==> src/ssm_pkg.sv <==
// ssm tile engine shared definitions
// signed q8.8 fixed point widths, tile sizes, tile structs
// and the wrapping fixed point multiply used by every stage

package ssm_pkg;

    // ============================================================
    // fixed point format
    // ============================================================
    localparam int DATA_W = 16;
    localparam int FRAC_W = 8;

    // one fixed point value
    typedef logic signed [DATA_W-1:0] fx_t;

    // 1.0 in q8.8
    localparam fx_t ONE = fx_t'(1 << FRAC_W);

    // ============================================================
    // tile sizes
    // ============================================================
    // x channels per tile
    localparam int P_TILE = 2;
    // state lanes per tile
    localparam int N_TILE = 4;

    // per channel vector
    typedef fx_t [P_TILE-1:0] fx_p_t;
    // per lane vector
    typedef fx_t [N_TILE-1:0] fx_n_t;
    // state matrix, indexed [p][n]
    typedef fx_t [P_TILE-1:0][N_TILE-1:0] fx_pn_t;

    // ============================================================
    // tile structs
    // ============================================================
    // raw tile as it enters the engine
    typedef struct packed {
        fx_t    dt;
        fx_t    dt_bias;
        fx_t    a;
        fx_t    d;
        fx_p_t  x;
        fx_n_t  b;
        fx_n_t  c;
        fx_pn_t hprev;
    } tile_in_t;

    // discretized tile, b c and hprev carried unchanged
    typedef struct packed {
        fx_t    da;
        fx_p_t  dx;
        fx_p_t  xd;
        fx_n_t  b;
        fx_n_t  c;
        fx_pn_t hprev;
    } disc_t;

    // ============================================================
    // arithmetic
    // ============================================================
    // full signed product, arithmetic shift by FRAC_W,
    // then wrap to DATA_W bits
    function automatic fx_t fx_mul(input fx_t lhs, input fx_t rhs);
        logic signed [2*DATA_W-1:0] prod;
        logic signed [2*DATA_W-1:0] shifted;
        prod    = lhs * rhs;
        shifted = prod >>> FRAC_W;
        return shifted[DATA_W-1:0];
    endfunction

endpackage

==> src/ssm_discretize.sv <==
// ssm discretize stage
// two cycle pipeline from raw tile scalars to dA, dx and xD
// delta is clamped by relu, dA uses the first order exp form

`timescale 1ns/1ps

module ssm_discretize (
    input  logic              clk,
    input  logic              rstn,
    input  logic              tile_valid_i,
    input  ssm_pkg::tile_in_t tile_i,
    output logic              disc_valid_o,
    output ssm_pkg::disc_t    disc_o
);

    import ssm_pkg::*;

    // stage 0 combinational
    fx_t      delta;
    fx_t      delta_sp;

    // stage 1 registers
    logic     s1_valid;
    tile_in_t s1_tile;
    fx_t      s1_delta_sp;

    // stage 2 next value
    disc_t    disc_next;

    // ============================================================
    // stage 1  delta and relu
    // ============================================================
    // wrapping add of dt and its bias
    assign delta = tile_i.dt + tile_i.dt_bias;

    // relu stands in for softplus
    // negative delta -> zero step
    assign delta_sp = delta[DATA_W-1] ? fx_t'(0) : delta;

    // valid pipe
    always_ff @(posedge clk or negedge rstn) begin
        if (!rstn) begin
            s1_valid     <= 1'b0;
            disc_valid_o <= 1'b0;
        end else begin
            s1_valid     <= tile_valid_i;
            disc_valid_o <= s1_valid;
        end
    end

    // tile rides along with delta_sp
    always_ff @(posedge clk) begin
        if (tile_valid_i) begin
            s1_tile     <= tile_i;
            s1_delta_sp <= delta_sp;
        end
    end

    // ============================================================
    // stage 2  dA, dx, xD
    // ============================================================
    always_comb begin
        // first order exp, 1 + delta_sp*A
        disc_next.da = ONE + fx_mul(s1_delta_sp, s1_tile.a);

        // per channel input scaling
        for (int p = 0; p < P_TILE; p++) begin
            disc_next.dx[p] = fx_mul(s1_delta_sp, s1_tile.x[p]);
            // skip term, used once per group downstream
            disc_next.xd[p] = fx_mul(s1_tile.x[p], s1_tile.d);
        end

        // lane data passes straight through
        disc_next.b     = s1_tile.b;
        disc_next.c     = s1_tile.c;
        disc_next.hprev = s1_tile.hprev;
    end

    always_ff @(posedge clk) begin
        if (s1_valid) begin
            disc_o <= disc_next;
        end
    end

    // ============================================================
    // checks
    // ============================================================
    // fixed two cycle latency, no stalls anywhere
    a_disc_latency : assert property (
        @(posedge clk) disable iff (!rstn)
        disc_valid_o == $past(tile_valid_i, 2)
    ) else $error("disc_valid_o out of step with tile_valid_i");

endmodule

==> config.mk <==
export PLATFORM = sky130hd
export DESIGN_NAME = ssm_discretize
export DESIGN_NICKNAME = d
export VERILOG_FILES = /design/src/ssm_pkg.sv /design/src/ssm_discretize.sv
export SDC_FILE = /design/constraint.sdc
export NUM_CORES = 2
export LEC_CHECK = 0
export ABC_AREA = 1
export BUFFER_PORTS_ARGS = -buffer_cell sky130_fd_sc_hd__buf_2
export CORE_MARGIN = 2
export CORE_UTILIZATION = 52
export CTS_CLUSTER_SIZE = 8
export DETAILED_ROUTE_END_ITERATION = 6
export MAX_ROUTING_LAYER = met4
export PLACE_DENSITY = 0.75
export SYNTH_ARGS = -nofsm -noshare
export SYNTH_HDL_FRONTEND = slang
export SYNTH_SLANG_ARGS = --single-unit
==> constraint.sdc <==
create_clock -name clk -period 16 [get_ports clk]
set_input_delay 0.8 -clock clk [delete_from_list [all_inputs] [get_ports clk]]
set_output_delay 0.8 -clock clk [all_outputs]
set_load 0.01 [all_outputs]
==> qor.yml <==
logic_synthesis:
  synthesis.nets: 7443
  syn_avg_cell_area_um2: 10.0
  netlist_instances: 5839
  synth-edff-count: 671
  ys_seq_area_share_pct: 34.5
  ys_ff_latch: 673
  synth_cell_types: 46
  synth_flop_cell: "edfxtp_1"
  async_flop_share_pct: 0.297
  yosys_warnings: 0
  syn_area_um2: 58600
critical_path:
  crit_required_ps: 16430
  path_class: "reg -> reg"
  arrival_ps: 6760
  end_kind: "flip-flop"
  critPathSlowestCell: "edfxtp_1"
  path_cells: "buf_4, nand2_1, fa_1, inv_1, fa_1, inv_1, fa_1, inv_1, fa_1, inv_1, fa_1, inv_1, fa_1, ha_1, a21oi_1, o21ai_0, a21oi_1, nand2_1, a21oi_1, nand3b_1, nand2_1"
  cp-start-kind: "flip-flop"
  cp_common_cell: "fa_1"
  crit_path_max_fanout: 18
  max_stage_delay_ps: 860
placement:
  placed_cells: 7876
  gp_congestion: 0.970
  portBuffers: 691
  post_dp_cell_area_um2: 63500
  dp_hpwl_mm: 120
floorplan:
  die_w_um: 340
  rows: 123
  die_area_um2: 115000
  core_um2: 112000
  die_height_um: 340
  initial_core_util_pct: 52.3
  num_io_pins: 692
global_routing:
  grt_use_total_pct: 29.0
  grt_max_degree: 166
  grt-ovfl-total: 0
  grt_pass1_wl_mm: 248
  antenna_found_initial: 29
  grt_pass1_vias: 44800
sta:
  tns_ps: 0
  finalHoldViolations: 0
  tightest_slew_ps: 1300
  fin_crit_ps: 6330
  timing.fmax_mhz: 158
  fin_crit_sh_pct: 39.5
  finalMaxSlewViolations: 0
  rsz0062_at_grt: "no"
  setup_viol: 0
  finalClockSkew_ps: 57.8
  max-slew-margin-rel_pct: 13.4
clock_tree:
  cts_buffers: 96
  cts_root_buf: "clkbuf_16"
  htreeDepth: 3
  clk_latency_ps: 700
  cts_tree: "yes"
  clk_pin_slew_ps: 60
  cts_sinks: 673
  cts_buffer_depth: 3
  post_cts_resize_count: 0
route:
  drt-total-wl_mm: 158
  first_pass_iters: 7
  vias: 41100
  wl_per_cell_um: 19.7
  routed_via_density: 5.12
  initialDrtViolationCount: 3042
  ant_nets: 0
  drc: 2
run_status:
  violations: "design-rule violations"
  status: "finished with violations"
finish:
  instances_no_fill: 8024
  mostFrequentLayoutCell: "inv_1"
  drive_gt1_share_pct: 13.9
  fin_nets: 8079
  design_area_um2: 66300
  area_growth_pct: 13.3
  most-common-layout-cells: "1633 x inv_1, 1411 x nand2_1, 856 x fa_1"
job:
  cap_violations: 0
min_path:
  hp-class: "in -> reg"
-- cell families (layout without fill, tap and decap cells) --
group                      after synthesis  in the layout  share of synthesized area (%)
and+or+nand+nor                       1674           1674                           11.3
buffers and inverters                 1852           2517                           11.9
xor gates and xnor gates               155            155                           2.33
adders and majority gates             1249           1249                           37.7
AOI/OAI and AO/OA                      236            236                           2.28
other                                    0             20                              0
DFF                                    673            673                           34.5
-- registers in the layout, indices dropped and copies added, names as in the netlist --
name          flops
s1_tile          64
disc_next       256
s1_delta_sp      15
disc_o          336
disc_valid_o      1
s1_valid          1
-- metal layers --
| metal | GRT usage (%) | wire length (um) |
|---|---|---|
| met5 | - | 0 |
| met4 | 14.0 | 8560 |
| met3 | 6.99 | 15100 |
| met2 | 48.5 | 78400 |
| met1 | 32.8 | 56300 |
-- worst paths after layout --
path | start | end | slack, ps | cells past startpoint
max | s1_tile[292] | disc_o[271] | 9670 | 21
min | tile_i[27] | disc_next[27] | 270 | 1
max reg2reg | s1_tile[292] | disc_o[271] | 9670 | 21
min reg2reg | disc_next[208] | disc_o[208] | 380 | 0
max in group asynchronous | rstn | s1_valid | 15460 | 2
min in group asynchronous | rstn | s1_valid | 420 | 2
-- metrics by stage --
stage | hold WS (ps) | setup WS (ps) | utilization (%)
after detailed placement | 405 | 9750 | 56.7
after global placement | 400 | 9820 | 56.7
final | 270 | 9670 | 59.2
after floorplan | 400 | 8020 | -
after CTS | 224 | 9720 | 59.2
after global routing | 244 | 9310 | 59.2
-- timing repair --
| item | CTS | global route |
|---|---|---|
| hold endpoints to repair | 2 | 0 |
| hold buffers | 1 | 0 |
| buffers inserted | 0 | 0 |
-- area by class of cell --
class,instances,area (um^2)
clock buffer,115,2490
antenna,20,50.0
tap,1500,1880
inverter,1634,6130
multi-input combinational,3314,31400
timing repair buffer,756,3970
clock inverter,12,235
sequential,673,20200
fill,9300,45700
-- worst max-delay path: cells and delay by family (launching register included) --
family,cells,cell delay (ps)
adders and majority gates,7,3330
buffers and inverters,6,670
AOI/OAI and AO/OA,4,710
DFF,1,860
and+or+nand+nor,4,480
-- Yosys cell counts, drive strengths merged (3+ instances only) --
cell	number	area, um^2
fa	856	17100
or2	10	62.6
nand2	1423	5380
a221oi	3	26.3
edfxtp	671	20100
nor3	24	145
clkbuf	151	567
nand4	14	87.6
buf	67	280
and2	3	18.8
a21oi	125	626
xnor2	57	507
o21ai	54	270
nor2	119	467
ha	393	4920
nand3b	6	45.0
o211ai	7	57.6
o21a	6	45.0
a21o	15	113
xor2	98	858
inv	1634	6130
a31oi	4	25.0
nand3	61	325
o21bai	13	101
a211oi	4	30.0
nor4	12	75.1
Power is not shown: default switching activity piles up to over one toggle a cycle in this logic, so the estimate is an artifact.
