<file path="src/ssm_pkg.sv">
// ssm tile engine shared definitions
// signed q8.8 fixed point widths, tile sizes, tile structs
// and the wrapping fixed point multiply used by every stage

package ssm_pkg;

    // ============================================================
    // fixed point format
    // ============================================================
    localparam int DATA_W = 16;
    localparam int FRAC_W = 8;

    // one fixed point value
    typedef logic signed [DATA_W-1:0] fx_t;

    // 1.0 in q8.8
    localparam fx_t ONE = fx_t'(1 << FRAC_W);

    // ============================================================
    // tile sizes
    // ============================================================
    // x channels per tile
    localparam int P_TILE = 2;
    // state lanes per tile
    localparam int N_TILE = 4;

    // per channel vector
    typedef fx_t [P_TILE-1:0] fx_p_t;
    // per lane vector
    typedef fx_t [N_TILE-1:0] fx_n_t;
    // state matrix, indexed [p][n]
    typedef fx_t [P_TILE-1:0][N_TILE-1:0] fx_pn_t;

    // ============================================================
    // tile structs
    // ============================================================
    // raw tile as it enters the engine
    typedef struct packed {
        fx_t    dt;
        fx_t    dt_bias;
        fx_t    a;
        fx_t    d;
        fx_p_t  x;
        fx_n_t  b;
        fx_n_t  c;
        fx_pn_t hprev;
    } tile_in_t;

    // discretized tile, b c and hprev carried unchanged
    typedef struct packed {
        fx_t    da;
        fx_p_t  dx;
        fx_p_t  xd;
        fx_n_t  b;
        fx_n_t  c;
        fx_pn_t hprev;
    } disc_t;

    // ============================================================
    // arithmetic
    // ============================================================
    // full signed product, arithmetic shift by FRAC_W,
    // then wrap to DATA_W bits
    function automatic fx_t fx_mul(input fx_t lhs, input fx_t rhs);
        logic signed [2*DATA_W-1:0] prod;
        logic signed [2*DATA_W-1:0] shifted;
        prod    = lhs * rhs;
        shifted = prod >>> FRAC_W;
        return shifted[DATA_W-1:0];
    endfunction

endpackage

</file>
<file path="src/ssm_group_accum.sv">
// ssm group accumulator
// sums the per tile partials over TILES_PER_GROUP tiles,
// adds the xD term of the group's first tile on the last tile
// and emits y with a single cycle valid

`timescale 1ns/1ps

module ssm_group_accum #(
    parameter int TILES_PER_GROUP = 4
) (
    input  logic            clk,
    input  logic            rstn,
    input  logic            sum_valid_i,
    input  ssm_pkg::fx_p_t  tile_sum_i,
    input  ssm_pkg::fx_p_t  xd_i,
    output logic            y_valid_o,
    output ssm_pkg::fx_p_t  y_o
);

    import ssm_pkg::*;

    // at least one bit even for single tile groups
    localparam int CNT_W = (TILES_PER_GROUP > 1) ? $clog2(TILES_PER_GROUP) : 1;

    // tile position inside the group
    logic [CNT_W-1:0] tile_cnt;
    logic             first_tile;
    logic             last_tile;

    // running partial sum and held skip term
    fx_p_t            acc;
    fx_p_t            xd_hold;

    // combinational next values
    fx_p_t            acc_base;
    fx_p_t            xd_sel;
    fx_p_t            acc_next;
    fx_p_t            y_next;

    // ============================================================
    // tile counter
    // ============================================================
    assign first_tile = (tile_cnt == '0);
    assign last_tile  = (tile_cnt == CNT_W'(TILES_PER_GROUP - 1));

    always_ff @(posedge clk or negedge rstn) begin
        if (!rstn) begin
            tile_cnt <= '0;
        end else if (sum_valid_i) begin
            // wrap at group end
            if (last_tile) begin
                tile_cnt <= '0;
            end else begin
                tile_cnt <= tile_cnt + 1'b1;
            end
        end
    end

    // ============================================================
    // accumulate and final add
    // ============================================================
    // first tile starts from zero and uses its own xD
    assign acc_base = first_tile ? fx_p_t'(0) : acc;
    assign xd_sel   = first_tile ? xd_i : xd_hold;

    always_comb begin
        // per channel, each wraps at DATA_W
        for (int p = 0; p < P_TILE; p++) begin
            acc_next[p] = acc_base[p] + tile_sum_i[p];
            y_next[p]   = acc_next[p] + xd_sel[p];
        end
    end

    always_ff @(posedge clk) begin
        if (sum_valid_i) begin
            acc <= acc_next;
            if (first_tile) begin
                xd_hold <= xd_i;
            end
            if (last_tile) begin
                y_o <= y_next;
            end
        end
    end

    // one pulse per group
    always_ff @(posedge clk or negedge rstn) begin
        if (!rstn) begin
            y_valid_o <= 1'b0;
        end else begin
            y_valid_o <= sum_valid_i && last_tile;
        end
    end

    // ============================================================
    // checks
    // ============================================================
    a_cnt_range : assert property (
        @(posedge clk) disable iff (!rstn)
        int'(tile_cnt) < TILES_PER_GROUP
    ) else $error("tile counter out of range");

    // back to back y only possible with single tile groups
    a_y_single_pulse : assert property (
        @(posedge clk) disable iff (!rstn)
        (y_valid_o && (TILES_PER_GROUP > 1)) |=> !y_valid_o
    ) else $error("y_valid_o high on consecutive cycles");

endmodule

</file>
<file path="config.mk">
export PLATFORM = sky130hd
export DESIGN_NAME = ssm_group_accum
export DESIGN_NICKNAME = d
export VERILOG_FILES = /design/src/ssm_pkg.sv /design/src/ssm_group_accum.sv
export SDC_FILE = /design/constraint.sdc
export NUM_CORES = 1
export LEC_CHECK = 0
export BUFFER_PORTS_ARGS = -buffer_cell sky130_fd_sc_hd__buf_4
export CAP_MARGIN = 25
export CORE_ASPECT_RATIO = 0.7
export CORE_MARGIN = 2
export CORE_UTILIZATION = 40
export CTS_CLUSTER_SIZE = 25
export DETAILED_ROUTE_END_ITERATION = 10
export PLACE_DENSITY_LB_ADDON = 0.25
export SYNTH_ARGS = -nofsm -noshare
export SYNTH_HDL_FRONTEND = slang
export SYNTH_SLANG_ARGS = --single-unit
export TNS_END_PERCENT = 30
</file>
<file path="constraint.sdc">
create_clock -name clk -period 4.4 [get_ports clk]
set_input_delay 0.88 -clock clk [delete_from_list [all_inputs] [get_ports clk]]
set_output_delay 0.88 -clock clk [all_outputs]
set_load 0.01 [all_outputs]
</file>
==> results of run 1 <==
stage by stage:
step,utilization [%],hold slack [ps]
after floorplan,-,535.4
after global placement,50.40,556.6
after detailed placement,50.40,562.7
after CTS,52.41,298.6
after global routing,53.84,296.2
final,53.84,318.2
cell type report:
cell class              count  share of cell area, %
clock buffers              10                  2.744
clock inverters             6                 0.5097
inverters                  12                 0.5397
multi-input cells         413                  41.98
flip-flops and latches     99                  35.44
well taps                 200                  2.999
repair buffers            174                  15.79
metal layers:
metal / GRT usage (%) / vias up
li1: - / 2363
met4: 3.373 / 0
met1: 25.83 / 2321
met5: 0 / -
met2: 27.97 / 95
met3: 3.863 / 10
registers in the layout, indices dropped and copies added, names as in the netlist:
name and cells:
xd_hold 32, acc 32, y_o 32, y_valid_o 1
tile_cnt 2
final timing paths:
kind | startpoint | end | slack [ps]
max in group asynchronous | rstn | tile_cnt[0]$_DFFE_PN0P_ | 3980
worst min register to register | xd_hold[7]$_DFFE_PP_ | xd_hold[7]$_DFFE_PP_ | 570
worst max register to register | tile_cnt[1]$_DFFE_PN0P_ | y_o[29]$_DFFE_PP_ | 210
worst min-delay path | rstn | tile_cnt[1]$_DFFE_PN0P_ | 320
worst max-delay path | tile_cnt[1]$_DFFE_PN0P_ | y_o[29]$_DFFE_PP_ | 210
min in group clk | xd_hold[7]$_DFFE_PP_ | xd_hold[7]$_DFFE_PP_ | 570
critical path, cell delays in order, from the launching register on:
cell and delay (ps):
dfrtp_1 400, inv_2 80, ha_4 170, nor2b_1 60, ha_2 190, fa_2 370, a21o_1 170, a21oi_2 180
o21bai_2 120, a2111oi_4 450, nor2_2 100, xnor2_2 220, buf_4 150, ha_4 200, nand2_1 60, o21ai_1 100
or4_4 560, o21ai_2 110, o21ai_1 100, xor2_1 150
what timing repair did:
item / in CTS / in global routing
setup endpoints to repair: 6 / 10
setup buffers: 0 / 8
cloned: 0 / 0
resized for setup: 10 / 42
pin swaps: 1 / 19
endpoints found under the hold margin: 0 / 0
cell families (layout without fill, tap and decap cells):
kind of cell               after synthesis  in the layout
AOI/OAI and AO/OA                      141            141
xor gates and xnor gates                51             51
adders and majority gates               70             70
buffers and inverters                   20            202
DFF                                     99             99
and+or+nand+nor                        116            116
muxes                                   35             35
placed cells by master, fill, tap and decap left out, drive strengths merged, types with 18 or more instances in the layout:
cell	instances
nor2	23
mux2	33
nand2	23
buf	174
a21o	18
nor2b	35
a21oi	43
ha	66
edfxtp	96
xnor2	39
o21ai	28
==> impl_metrics.csv, run 1 <==
group,metric,value,unit
status,status,"completed",
timing,skew,6.816,ps
grt,grt_use_total,17.85,%
yosys,synth_top_family_by_area,"compound AO/OA/AOI/OAI gates",
placement,dp_slack,-586.0,ps
yosys,synthTopCellsByArea,"edfxtp_1, ha_1, mux2_2",
timing,period_needed,4194,ps
finish,nets,846,
detailed_routing,top_layer_used,"met4",
floorplan,die_area,16890,um2
yosys,syn_area_per_cell,11.92,um2
finish,num_antenna_cells,0,
cts,clkLatencyLatePin,340,ps
detailed_routing,drc,0,
yosys,synthArstFlopShare,3.030,%
cts,cts_hold_buffers,0,
yosys,synth-simple-area-share,9.749,%
finish,drive_above_1_share,37.25,%
placement,placed_cell_area,7811,um2
yosys,synth_cells,532,
grt,grt_pass1_wl,23720,um
detailed_routing,wl_met1,7612,um
cts,cts_root_buf,"clkbuf_16",
yosys,synth_top_flop_cell,"edfxtp_1",
detailed_routing,via_per_inst,5.240,
grt,grt_start_max_net_pins,67,
worst_setup_path,crit_path_end_kind,"flop",
floorplan,io_pins,100,
worst_setup_path,crit_fanout,4,
timing,fin_crit_sh,95.31,%
worst_hold_path,min_path_type,"in -> async",
detailed_routing,vias,4789,
finish,area_growth,31.64,%
finish,nFillCells,1375,
finish,layout.cells.non_filler,914,
cts,clk_pin_slew,70,ps
worst_setup_path,r2r_cells,19,
yosys,synth.mux.area_fraction,6.236,%
yosys,ys_seq_area_share,46.65,%
grt,antenna_found_initial,0,
finish,stdcell_area,8346,um2
detailed_routing,route.met2.wl,6584,um
detailed_routing,dr.pass1.iters,4,
yosys,yosysMostFrequentCell,"edfxtp_1",
cts,cts_max_level,3,
cts,cts_buffers,9,
yosys,yosys_warnings,0,
placement,gp_congestion,0.8700,
cts,clockBufferDepth,2,
floorplan,fp-row-count,38,
cts,tritoncts,"built",
detailed_routing,routed_wl,15020,um
cts,clkSinkCount,99,
timing,finalMaxSlewViolations,0,
yosys,synthAdderAreaFrac,14.29,%
worst_setup_path,required,4490,ps
timing,finalSetupViolations,0,
timing,timing.fmax,238.5,MHz
timing,setup-tns-final,0,ps
detailed_routing,first_iter_violations,228,
timing,tightest_slew,928.3,ps
detailed_routing,wl_met3,702,um
finish,multi_input_comb_area,3503,um2
yosys,synthTopCellsByCount,"edfxtp_1, ha_1, a21oi_1",
timing,slew_headroom,38.12,%
floorplan,die_x,154.5,um
yosys,synth.net_count,669,
yosys,synth_xor_area_share,7.342,%
detailed_routing,avgRoutedWirePerCell,16.44,um
yosys,netlist_area,6340,um2
placement,dp_cells,890,
worst_setup_path,startpoint_type,"flop",
floorplan,die-height,109.3,um
finish,regArea,2958,um2
placement,portBuffers,99,
grt,grt_overflow,0,
timing,hold_violations,0,
floorplan,fp.coreArea,15500,um2
placement,dp_hpwl,11140,um
grt,grt_pass1_vias,4750,
flow_run,drv_cap,0,
yosys,yosys.area.top_type_share,45.47,%
worst_setup_path,criticalPathCategory,"reg -> reg",
detailed_routing,ant_nets,0,
yosys,yosysTopAreaCell,"edfxtp_1",
worst_setup_path,critPathArrivalTime,4280,ps
timing,fin_ws,206.4,ps
floorplan,start_util,40.90,%
yosys,synth-compound-area-share,14.49,%
yosys,synth.ff_latch_count,99,
yosys,synth_edf_count,96,
yosys,ys_types,52,
Power of run 1 is left out: the tool's default activity adds up to more than one toggle a clock period on the data nets, which glitch-free logic cannot reach.
==> run 2, diff against run 1 <==
--- a/config.mk
+++ b/config.mk
@@ -12,7 +12,7 @@
 export CORE_UTILIZATION = 40
 export CTS_CLUSTER_SIZE = 25
 export DETAILED_ROUTE_END_ITERATION = 10
-export PLACE_DENSITY_LB_ADDON = 0.25
+export PLACE_DENSITY = 0.59
 export SYNTH_ARGS = -nofsm -noshare
 export SYNTH_HDL_FRONTEND = slang
 export SYNTH_SLANG_ARGS = --single-unit
==> run 2 against run 1 <==
  * Via count decreased by 3.4%
  * Worst setup slack got worse by 11 ps
  * Critical path type unchanged
  * Register-to-register slack about the same
  * Sequential share of layout area increased by 0.75 points
  * Critical path depth unchanged
  * Clock-buffer cell count increased by 1
  * First-iteration DRC count decreased by 13%
  * Cell count decreased by 2.4%
  * Clock skew increased by 2.8 ps
  * Non-clock buffer count decreased by 22
  * Highest routed layer unchanged
  * Largest cell class unchanged
  * Final area decreased by 2.1%
  * Hold slack got worse by 1.3 ps
==> impl_metrics.csv, run 2 (synthesis results as in run 1) <==
group,metric,value,unit
floorplan,fp.coreArea,15500,um2
cts,cts_root_buf,"clkbuf_16",
worst_setup_path,slowest_delay,550,ps
worst_setup_path,crit_path_end_kind,"flop",
floorplan,io_pins,100,
detailed_routing,avgRoutedWirePerCell,16.28,um
worst_setup_path,startpoint_type,"flop",
timing,timing.fmax,237.8,MHz
cts,clkSinkCount,99,
finish,num_antenna_cells,0,
timing,finalMaxSlewViolations,0,
detailed_routing,dr.pass1.iters,4,
worst_setup_path,crit_slowest_cell,"or4b_1",
detailed_routing,first_iter_violations,199,
placement,dp_cells,873,
cts,cts_max_level,3,
grt,grt_pass1_vias,4534,
worst_setup_path,crit_buf_inv,2,
status,status,"completed",
floorplan,fp-row-count,38,
worst_setup_path,critPathArrivalTime,4290,ps
worst_setup_path,required,4490,ps
grt,grt_pass1_wl,22500,um
placement,portBuffers,99,
finish,area_growth,28.89,%
cts,cts_buffers,9,
timing,period_needed,4205,ps
timing,finalSetupViolations,0,
finish,layout.cells.non_filler,892,
placement,gp_congestion,0.9203,
cts,clockBufferDepth,2,
finish,layout_commonest_cell,"buf_4",
floorplan,start_util,40.90,%
timing,skew,9.572,ps
detailed_routing,vias,4627,
grt,grt_start_max_net_pins,69,
finish,final_cell_mix,"buf_4, edfxtp_1, ha_1",
worst_setup_path,crit_fanout,3,
floorplan,die_x,154.5,um
timing,whs,316.8,ps
worst_setup_path,crit_family,"adder cells",
placement,dp_hpwl,10860,um
flow_run,drv_cap,0,
finish,reg.largest.list,"acc (32), xd_hold (32), y_o (32)",
grt,grt_use_total,17.06,%
placement,placed_cell_area,7696,um2
grt,antenna_found_initial,0,
finish,nets,824,
cts,clk_pin_slew,70,ps
worst_hold_path,min_path_type,"in -> async",
detailed_routing,ant_nets,0,
detailed_routing,drc,0,
timing,rsz0062_at_grt,"true",
worst_setup_path,crit_chain,"inv_2 > ha_4 > buf_6 > nor2b_1 > ha_2 > fa_2 > a21o_1 > a21oi_2 > o21ai_1 > or4b_1 > and2_1 > xor2_1 > ha_1 > o21ai_0 > nand2b_1 > a21oi_1 > a31oi_1 > xnor2_1 > xnor2_1",
worst_setup_path,criticalPathCategory,"reg -> reg",
timing,hold_violations,0,
detailed_routing,routed_wl,14520,um
timing,tightest_slew,931.6,ps
worst_setup_path,reg2reg_slack,200,ps
cts,tritoncts,"built",
timing,fin_crit_sh,95.56,%
floorplan,die-height,109.3,um
finish,drive_above_1_share,33.53,%
detailed_routing,via_per_inst,5.187,
grt,grt_overflow,0,
timing,slew_headroom,37.89,%
floorplan,die_area,16890,um2
worst_setup_path,cp_common_cell,"xnor2_1",
finish,stdcell_area,8172,um2
cts,clkLatencyLatePin,340,ps
## run 2: worst reg2reg max path, delay by kind of cell (launching register included)
kind | cells | cell delay [ps]
adders and majority gates | 4 | 1050
AOI/OAI and AO/OA | 6 | 970
and+or+nand+nor | 4 | 860
xor gates and xnor gates | 3 | 470
DFF | 1 | 390
buffers and inverters | 2 | 220
## run 2: what timing repair did
item | in CTS | in global routing
hold buffers | 0 | 0
cloned | 0 | 1
resized for setup | 7 | 28
endpoints found under the setup margin | 7 | 10
buffers inserted | 0 | 2
pin swaps | 2 | 18
## run 2: layout make-up
class	count	area, um2
clock buffer	11	232.7
clock inverter	5	80.08
fill	1366	7328
inverter	12	45.04
multi-input combinational	413	3427
sequential	99	2958
tap	200	250.2
timing repair buffer	152	1179
## run 2: final timing paths
check                                             start                       to  depth (start not counted)
worst max-delay path            tile_cnt[0]$_DFFE_PN0P_        y_o[15]$_DFFE_PP_                         19
max in group asynchronous                          rstn  tile_cnt[1]$_DFFE_PN0P_                          1
worst min-delay path                               rstn      y_valid_o$_DFF_PN0_                          1
min in group clk                   xd_hold[6]$_DFFE_PP_     xd_hold[6]$_DFFE_PP_                          1
worst max register to register  tile_cnt[0]$_DFFE_PN0P_        y_o[15]$_DFFE_PP_                         19
worst min register to register     xd_hold[6]$_DFFE_PP_     xd_hold[6]$_DFFE_PP_                          1
## run 2: per-layer routing
layer  wire length (um)  GRT usage (%)
met5                  0              0
met4                 92          2.778
met2               5989          25.35
met1               7675          25.71
met3                765          4.099
## run 2: per-stage QoR
step	setup TNS, ps	utilization (%)	setup slack, ps
2_1_floorplan	0	-	21.88
3_3_place_gp	-959.5	49.65	-262.0
3_5_place_dp	-1567	49.65	-340.9
4_1_cts	0	51.82	41.00
5_1_grt	-83.17	52.72	-52.31
6_report	0	52.72	195.2
Power of run 2 is left out for the same reason.
